[src/logic/neuron_defines.svh]
// NEURON_LANES must be a power of two, and NEURON_LANES/2 lanes of DATA_WIDTH must fill ACC_WIDTH
`ifndef NEURON_DEFINES_SVH
`define NEURON_DEFINES_SVH

// activations per input vector
`define NEURON_LANES 8

// signed activation and weight width
`define DATA_WIDTH 8

// accumulator and bias width
`define ACC_WIDTH 32

// clamped output width
`define OUT_WIDTH 16

// host write addresses
`define ADDR_WEIGHTS_LO 2'd0
`define ADDR_WEIGHTS_HI 2'd1
`define ADDR_BIAS 2'd2

`endif

[src/logic/neuronPkg.sv]
// types are sized from neuron_defines.svh; the host word assumes half the lanes fill one bias word
`include "neuron_defines.svh"

package neuronPkg;

    typedef logic signed [`DATA_WIDTH-1:0] dataWord_t;
    typedef logic signed [2*`DATA_WIDTH-1:0] product_t;

    // lane 0 sits in the low bits
    typedef struct packed {
        dataWord_t [`NEURON_LANES-1:0] lane;
    } actVector_t;

    typedef struct packed {
        product_t [`NEURON_LANES-1:0] lane;
    } productVector_t;

    // one host word, read as half a weight bank or as the bias
    typedef union packed {
        dataWord_t [`NEURON_LANES/2-1:0] weightLanes;
        logic signed [`ACC_WIDTH-1:0] bias;
    } hostWord_u;

    typedef struct packed {
        logic [1:0] addr;
        hostWord_u word;
    } hostWrite_t;

    typedef struct packed {
        logic productValid;
        logic clearAcc;
        logic accumEn;
        logic finalize;
    } stageCtrl_t;

endpackage

[src/logic/neuronControl.sv]
// no back-pressure; host writes are simply dropped while busy, a group ends on the inLast vector
`timescale 1ns/100ps
`include "neuron_defines.svh"

module neuronControl import neuronPkg::*; (
    input logic clk,
    input logic rstN,
    input logic wrEn,
    input logic inValid,
    input logic inLast,
    output logic wrGranted,
    output stageCtrl_t stage,
    output logic busy
);

    // high between the first and the last vector of a group
    logic groupOpen;
    // valid per stage: products, accumulate/finalize, output
    logic [2:0] validPipe;
    logic firstStage;
    logic lastStage;
    // a non-last vector of the current group has been accumulated
    logic accumSeen;

    always_ff @(posedge clk) begin
        if (!rstN) begin
            groupOpen <= 1'b0;
            validPipe <= '0;
            firstStage <= 1'b0;
            lastStage <= 1'b0;
            accumSeen <= 1'b0;
        end else begin
            validPipe <= {validPipe[1:0], inValid};
            firstStage <= inValid & ~groupOpen;
            lastStage <= inValid & inLast;
            if (inValid) begin
                groupOpen <= ~inLast;
            end
            if (stage.accumEn) begin
                accumSeen <= ~stage.finalize;
            end
        end
    end

    // strobes line up with the registered products
    always_comb begin
        stage.productValid = validPipe[0];
        stage.clearAcc = firstStage;
        stage.accumEn = validPipe[0];
        stage.finalize = lastStage;
    end

    // stays up through the outValid cycle
    assign busy = inValid | groupOpen | (|validPipe);
    assign wrGranted = wrEn & ~busy;

    finalizeAfterAccum: assert property (@(posedge clk) disable iff (!rstN)
        stage.finalize |-> stage.accumEn && (stage.clearAcc || accumSeen))
        else $error("finalize without accumulation in the same group");

endmodule

[src/logic/weightBank.sv]
// weights and bias reset to zero; writes to unmapped addresses leave the bank unchanged
`timescale 1ns/100ps
`include "neuron_defines.svh"

module weightBank import neuronPkg::*; (
    input logic clk,
    input logic rstN,
    input logic wrGranted,
    input hostWrite_t wrCmd,
    output actVector_t weights,
    output logic signed [`ACC_WIDTH-1:0] bias
);

    localparam int halfLanes = `NEURON_LANES / 2;

    always_ff @(posedge clk) begin
        if (!rstN) begin
            weights <= '0;
            bias <= '0;
        end else if (wrGranted) begin
            case (wrCmd.addr)
                `ADDR_WEIGHTS_LO: begin
                    for (int i = 0; i < halfLanes; i++) begin
                        weights.lane[i] <= wrCmd.word.weightLanes[i];
                    end
                end
                `ADDR_WEIGHTS_HI: begin
                    // upper half of the bank
                    for (int i = 0; i < halfLanes; i++) begin
                        weights.lane[i + halfLanes] <= wrCmd.word.weightLanes[i];
                    end
                end
                `ADDR_BIAS: begin
                    bias <= wrCmd.word.bias;
                end
                default: begin
                end
            endcase
        end
    end

    mappedWrite: assert property (@(posedge clk) disable iff (!rstN)
        wrGranted |-> wrCmd.addr inside {`ADDR_WEIGHTS_LO, `ADDR_WEIGHTS_HI, `ADDR_BIAS})
        else $error("granted write to unmapped address %0d", wrCmd.addr);

endmodule

[src/logic/productArray.sv]
// products are held between valid vectors and have no reset
`timescale 1ns/100ps
`include "neuron_defines.svh"

module productArray import neuronPkg::*; (
    input logic clk,
    input logic inValid,
    input actVector_t inVector,
    input actVector_t weights,
    output productVector_t products
);

    productVector_t laneProducts;

    // full 16 bit signed products, no rounding
    always_comb begin
        for (int i = 0; i < `NEURON_LANES; i++) begin
            laneProducts.lane[i] = $signed(inVector.lane[i]) * $signed(weights.lane[i]);
        end
    end

    always_ff @(posedge clk) begin
        if (inValid) begin
            products <= laneProducts;
        end
    end

endmodule

[src/logic/binaryTreeAdder.sv]
// INPUTS_AMOUNT must be a power of two matching the product lanes; the tree has no pipeline registers
`timescale 1ns/100ps
`include "neuron_defines.svh"

module binaryTreeAdder import neuronPkg::*; #(
    parameter int INPUTS_AMOUNT = `NEURON_LANES,
    parameter int P = 2 * `DATA_WIDTH
) (
    input productVector_t products,
    output logic signed [`ACC_WIDTH-1:0] sum
);

    localparam int layerAmount = $clog2(INPUTS_AMOUNT);
    localparam int sumWidth = P + layerAmount;

    if (INPUTS_AMOUNT < 2 || (INPUTS_AMOUNT & (INPUTS_AMOUNT - 1)) != 0) begin : genSizeCheck
        $fatal(1, "binaryTreeAdder: INPUTS_AMOUNT %0d is not a power of two", INPUTS_AMOUNT);
    end
    if ($bits(productVector_t) != INPUTS_AMOUNT * P || sumWidth > `ACC_WIDTH) begin : genWidthCheck
        $fatal(1, "binaryTreeAdder: lane count or width does not fit the product vector");
    end

    logic signed [P-1:0] leaves [INPUTS_AMOUNT];
    logic signed [sumWidth-1:0] treeRoot;

    for (genvar i = 0; i < INPUTS_AMOUNT; i++) begin : genLeaf
        assign leaves[i] = products.lane[i];
    end

    // each layer halves the node count and grows one bit
    for (genvar layer = 0; layer < layerAmount; layer++) begin : genLayer
        localparam int nodeCount = INPUTS_AMOUNT >> (layer + 1);
        logic signed [P+layer:0] node [nodeCount];

        for (genvar k = 0; k < nodeCount; k++) begin : genAdder
            if (layer == 0) begin : genFirst
                assign node[k] = leaves[2*k] + leaves[2*k+1];
            end else begin : genInner
                assign node[k] = genLayer[layer-1].node[2*k] + genLayer[layer-1].node[2*k+1];
            end
        end
    end

    assign treeRoot = genLayer[layerAmount-1].node[0];

    // sign extend to the accumulator
    assign sum = {{(`ACC_WIDTH - sumWidth){treeRoot[sumWidth-1]}}, treeRoot};

endmodule

[src/logic/accumulateActivate.sv]
// accumulation wraps at ACC_WIDTH; the bias add is one bit wider, then ReLU and a clamp to OUT_WIDTH
`timescale 1ns/100ps
`include "neuron_defines.svh"

module accumulateActivate import neuronPkg::*; (
    input logic clk,
    input logic rstN,
    input stageCtrl_t stage,
    input logic signed [`ACC_WIDTH-1:0] sum,
    input logic signed [`ACC_WIDTH-1:0] bias,
    output logic outValid,
    output logic signed [`OUT_WIDTH-1:0] outValue
);

    localparam logic signed [`ACC_WIDTH:0] outMax = (1 <<< (`OUT_WIDTH - 1)) - 1;

    logic signed [`ACC_WIDTH-1:0] accReg;
    logic signed [`ACC_WIDTH-1:0] accNow;
    logic signed [`ACC_WIDTH-1:0] addend;
    logic signed [`ACC_WIDTH:0] biased;
    logic signed [`OUT_WIDTH-1:0] activated;
    logic finalPending;

    // first vector of a group starts from zero
    always_comb begin
        addend = stage.productValid ? sum : '0;
        accNow = (stage.clearAcc ? '0 : accReg) + addend;
    end

    always_ff @(posedge clk) begin
        if (!rstN) begin
            accReg <= '0;
            finalPending <= 1'b0;
            outValid <= 1'b0;
        end else begin
            if (stage.accumEn) begin
                accReg <= accNow;
            end
            finalPending <= stage.finalize;
            outValid <= finalPending;
        end
    end

    // captured before a following group can clear the accumulator
    always_ff @(posedge clk) begin
        if (stage.finalize) begin
            biased <= accNow + bias;
        end
        if (finalPending) begin
            outValue <= activated;
        end
    end

    // relu, then saturate
    always_comb begin
        if (biased < 0) begin
            activated = '0;
        end else if (biased > outMax) begin
            activated = outMax[`OUT_WIDTH-1:0];
        end else begin
            activated = biased[`OUT_WIDTH-1:0];
        end
    end

    nonNegativeOut: assert property (@(posedge clk) disable iff (!rstN)
        outValid |-> !outValue[`OUT_WIDTH-1])
        else $error("negative output 0x%h after activation", outValue);

endmodule

[src/logic/neuronCore.sv]
// single neuron; result appears three cycles after the inLast vector is sampled, pulses are not held
`timescale 1ns/100ps
`include "neuron_defines.svh"

module neuronCore import neuronPkg::*; (
    input logic clk,
    input logic rstN,
    input logic wrEn,
    input hostWrite_t wrCmd,
    input logic inValid,
    input logic inLast,
    input actVector_t inVector,
    output logic outValid,
    output logic signed [`OUT_WIDTH-1:0] outValue,
    output logic busy
);

    logic wrGranted;
    stageCtrl_t stage;
    actVector_t weights;
    logic signed [`ACC_WIDTH-1:0] bias;
    productVector_t products;
    logic signed [`ACC_WIDTH-1:0] treeSum;

    neuronControl control (
        .clk(clk),
        .rstN(rstN),
        .wrEn(wrEn),
        .inValid(inValid),
        .inLast(inLast),
        .wrGranted(wrGranted),
        .stage(stage),
        .busy(busy)
    );

    weightBank bank (
        .clk(clk),
        .rstN(rstN),
        .wrGranted(wrGranted),
        .wrCmd(wrCmd),
        .weights(weights),
        .bias(bias)
    );

    productArray multiply (
        .clk(clk),
        .inValid(inValid),
        .inVector(inVector),
        .weights(weights),
        .products(products)
    );

    binaryTreeAdder #(
        .INPUTS_AMOUNT(`NEURON_LANES),
        .P(2 * `DATA_WIDTH)
    ) tree (
        .products(products),
        .sum(treeSum)
    );

    accumulateActivate activate (
        .clk(clk),
        .rstN(rstN),
        .stage(stage),
        .sum(treeSum),
        .bias(bias),
        .outValid(outValid),
        .outValue(outValue)
    );

endmodule

[config.mk]
export PLATFORM = sky130hd
export DESIGN_NAME = neuronCore
export DESIGN_NICKNAME = d
export VERILOG_FILES = /design/src/logic/neuronPkg.sv /design/src/logic/neuronControl.sv /design/src/logic/weightBank.sv /design/src/logic/productArray.sv /design/src/logic/binaryTreeAdder.sv /design/src/logic/accumulateActivate.sv /design/src/logic/neuronCore.sv
export VERILOG_INCLUDE_DIRS = /design/src /design/src/logic
export SDC_FILE = /design/constraint.sdc
export NUM_CORES = 2
export LEC_CHECK = 0
export ABC_AREA = 0
export BUFFER_PORTS_ARGS = -buffer_cell sky130_fd_sc_hd__buf_4
export CELL_PAD_IN_SITES_DETAIL_PLACEMENT = 0
export CELL_PAD_IN_SITES_GLOBAL_PLACEMENT = 1
export CORE_UTILIZATION = 40
export DETAILED_ROUTE_END_ITERATION = 10
export GPL_TIMING_DRIVEN = 0
export PLACE_DENSITY = 0.74
export SLEW_MARGIN = 0
export SYNTH_ARGS = -nofsm -noshare
export SYNTH_HDL_FRONTEND = slang
export SYNTH_HIERARCHICAL = 1
export SYNTH_SLANG_ARGS = --single-unit
[constraint.sdc]
create_clock -name clk -period 16.1 [get_ports clk]
set_clock_uncertainty 0.15 [all_clocks]
set_input_delay 3.22 -clock clk [delete_from_list [all_inputs] [get_ports clk]]
set_output_delay 3.22 -clock clk [all_outputs]
set_load 0.01 [all_outputs]
==> results.md <==
- Ys flop type: edfxtp_1
- Layout cells sized above 1: 6.75%
- Worst Setup Start Kind: flop
- Pwr dens: 102 nW/um^2
- Synth Area per Inst: 9.57 sq um
- Worst slew margin: a little over a quarter
- Tcrit/Tclk final: 55.8%
- PnR Total Power: 4.27 mW
- WL/cell: 17.1 um
- Worst reg2reg setup slack: around 7 ns
- Netlist cell types: between 80 and 90
- Commonest non-fill, non-tap cell in the layout: inv_1
- Largest net degree at the start of global routing: just over 90
- Syn Nets: 4927
- Reg2reg path depth: 28
- Synth async-reset ratio: 0%
- GRT Util Overall: between 20% and 30%
- CTS Root Cell: clkbuf_16
- Synth top area cells: fa_1 (29%), edfxtp_1 (14%), ha_1 (10%)
- H-tree Lvls: 2
- EDFF count, synth: between 150 and 200
- Die Span X: 310 um
- First-pass GRT wire length: about 150000 um
- Unrepaired setup endpoints after global routing: false
- Initial Util: 40.5%
- I/O Buffers: 120
- Syn Std Cell Area: 38000 sq um
- Worst-margin pin slew: approximately 1.1 ns
- ANT nets after route: 0
- Postcts setup bufs: 0
- Clock-pin slew on the worst setup and hold paths: roughly 0.060 ns
- R2r endpoint: activate/biased[32]$_DFFE_PP_
- CP most frequent cell: fa_1
- Fillers: 9063
- Top-area cell type share of the netlist area: approximately 29%
- Clk_lat worst skew: 0.56 ns
- Seq/Total Area, Yosys: 21.2%
- Crit path DAT: 9.14 ns
- CP max stage cell: fa_1
- Commonest cells after routing, fill and taps aside: inv_1 (913), fa_1 (541), and2_1 (379)
- Min cycle time layout: 8.99 ns
- Peak VDD IR: approximately 0.16 mV
- FMAX: 0.111 GHz
- Place WS: around 7.2 ns
- Initial DRC Count: 1264
- Initial antenna violation count: 3
- Height of the die: 310 um
- Congestion Overflow GR: 0
- Worst hold-check path type: flop to flop
- RR Startpoint: multiply/products[50]$_DFFE_PP_
- TritonCTS clock tree: built
- Cells after Synth: 3969
- Avg Vias per Cell: between 4 and 5
- Detailed Route WL: 92800 um
- Final setup fails: 0
- CTS Buf Count: 39
- Clock buffer depth: 3
- Hold depth: 2
- Final Hold Vio Count: 0
- Clock sink count: 313
- Required time of the worst setup path: 16.25 ns
- Placeable Area: 93700 sq um
- Pleak: between 20 and 25 nW
- CP Capture Type: flop
- Crit-path max FO: 7
- Hold_sp: bank/bias[14]$_SDFFE_PN0P_
- Status: complete, no violations
- DRT Pass-1 Iters: 5
- Area delta synth->final: 10.3%
- Die area: 96200 sq um
- Critical setup path kind: flop to flop
- Core Rows: 112
- Worst hold endpoint: bank/bias[14]$_SDFFE_PN0P_
- Antenna Cells: 0
- Crit path largest cell delay: 0.63 ns
- Fin nets: roughly 5000
- Synth area leader: fa_1
- Fin. max-slew vios: 0
- Post-CTS sizing: 0
- Gpl congestion: 0.941
- IO Pins: 121
- # hold bufs at CTS: 0
- Vias in the first global route: approximately 27000
- DR vias: 25900
- Post-layout util: 44.7%
- Setup TNS: 0 ns
- DRC viols: 0
- DP HPWL: 77800 um
- Max cap viols: 0
- YS warnings: 6
- Yosys reg bits: approximately 310
- Worst setup slack after layout: 7.11 ns
==> sequential cells by signal (all words and copies together) (netlist names) <==
name                   cells
activate/accReg           32
activate/biased           33
activate/finalPending      1
activate/outValid          1
activate/outValue         16
bank/bias                 32
bank/weights              64
control/firstStage         1
control/groupOpen          1
control/lastStage          1
control/validPipe          3
multiply/products        128
==> stage by stage <==
stage,std cells,instance area (sq um),hold WS (ns)
final,5415,41900,0.315
after CTS,5415,41900,0.315
after detailed placement,5344,40500,0.304
after global routing,5415,41900,0.335
after global placement,5343,40500,0.300
after floorplan,3969,38000,0.291
==> per-layer routing <==
metal	wire, um	part of all wire (%)	GRT usage [%]
met5	0	0	0
met4	1990	2.1	4.66
met3	3380	3.6	2.21
met2	45100	49	34.4
met1	42300	46	27.3
==> critical path, delay by kind of cell (launching register included) <==
family | cells | cell delay, ns
AO/OA/AOI/OAI | 12 | 2.92
flip-flops | 1 | 0.49
AND/OR/NAND/NOR | 3 | 1.01
adder cells (fa/ha/maj) | 8 | 3.43
buffers and inverters | 3 | 0.37
XOR/XNOR | 2 | 0.36
==> how the worst max path moves through the flow <==
stage,slack [ns],start,endpoint,cells after the start
global route,6.77,multiply/products[50]$_DFFE_PP_,activate/biased[32]$_DFFE_PP_,29
detailed placement,7.20,multiply/products[50]$_DFFE_PP_,activate/biased[32]$_DFFE_PP_,28
finish,7.11,multiply/products[50]$_DFFE_PP_,activate/biased[32]$_DFFE_PP_,28
CTS,7.18,multiply/products[50]$_DFFE_PP_,activate/biased[32]$_DFFE_PP_,29
floorplan,8.31,multiply/products[2]$_DFFE_PP_,activate/biased[29]$_DFFE_PP_,30
global placement,6.69,multiply/products[50]$_DFFE_PP_,activate/biased[31]$_DFFE_PP_,30
==> power by group <==
part	total (mW)	switching [mW]	leakage [nW]	internal, mW
Combinational	2.36	1.38	17.2	0.978
Clock	0.935	0.370	0.684	0.566
Sequential	0.983	0.0342	2.88	0.949
Total	4.27	1.78	20.8	2.49
==> cells in the mapped netlist (10+ instances only) <==
master and instances:
or3_1 11, fa_1 541, mux2i_1 114, o21ai_1 24, nor4_1 10, o21ai_0 65
dfxtp_1 136, ha_1 314, clkbuf_1 30, or2_2 12, o21a_1 17, a21o_1 45
a31oi_1 14, nor2b_1 106, nor3_1 16, nand3_1 31, inv_1 913, a211oi_1 23
nand4_1 17, buf_2 16, o211ai_1 18, and2_1 379, a21oi_1 143, edfxtp_1 177
nand2_1 319, nand2b_1 28, xnor2_1 153, buf_4 17, nor2_1 113, xor2_1 47
==> final cells by class <==
type / instances / area (sq um) / area share, %
inverter: 913 / 3430 / 8.18
clock inverter: 11 / 81.3 / 0.194
buffer: 77 / 507 / 1.21
sequential: 313 / 8040 / 19.2
timing repair buffer: 121 / 932 / 2.23
clock buffer: 60 / 1310 / 3.13
multi-input combinational: 2666 / 26000 / 62.1
tap: 1254 / 1570 / 3.75
==> cell families (layout without fill, tap and decap cells) <==
kind of cell	after synthesis	count (layout)	synth area share, %
adder cells (fa/ha/maj)	855	855	38.9
flip-flops	313	313	21.2
XOR/XNOR	200	200	4.61
AND/OR/NAND/NOR	1072	1072	14.8
AO/OA/AOI/OAI	417	417	7.01
multiplexers	121	121	3.21
buffers and inverters	990	1182	10.4
other	1	1	0.00987
Power figures use the tool's default switching activity.
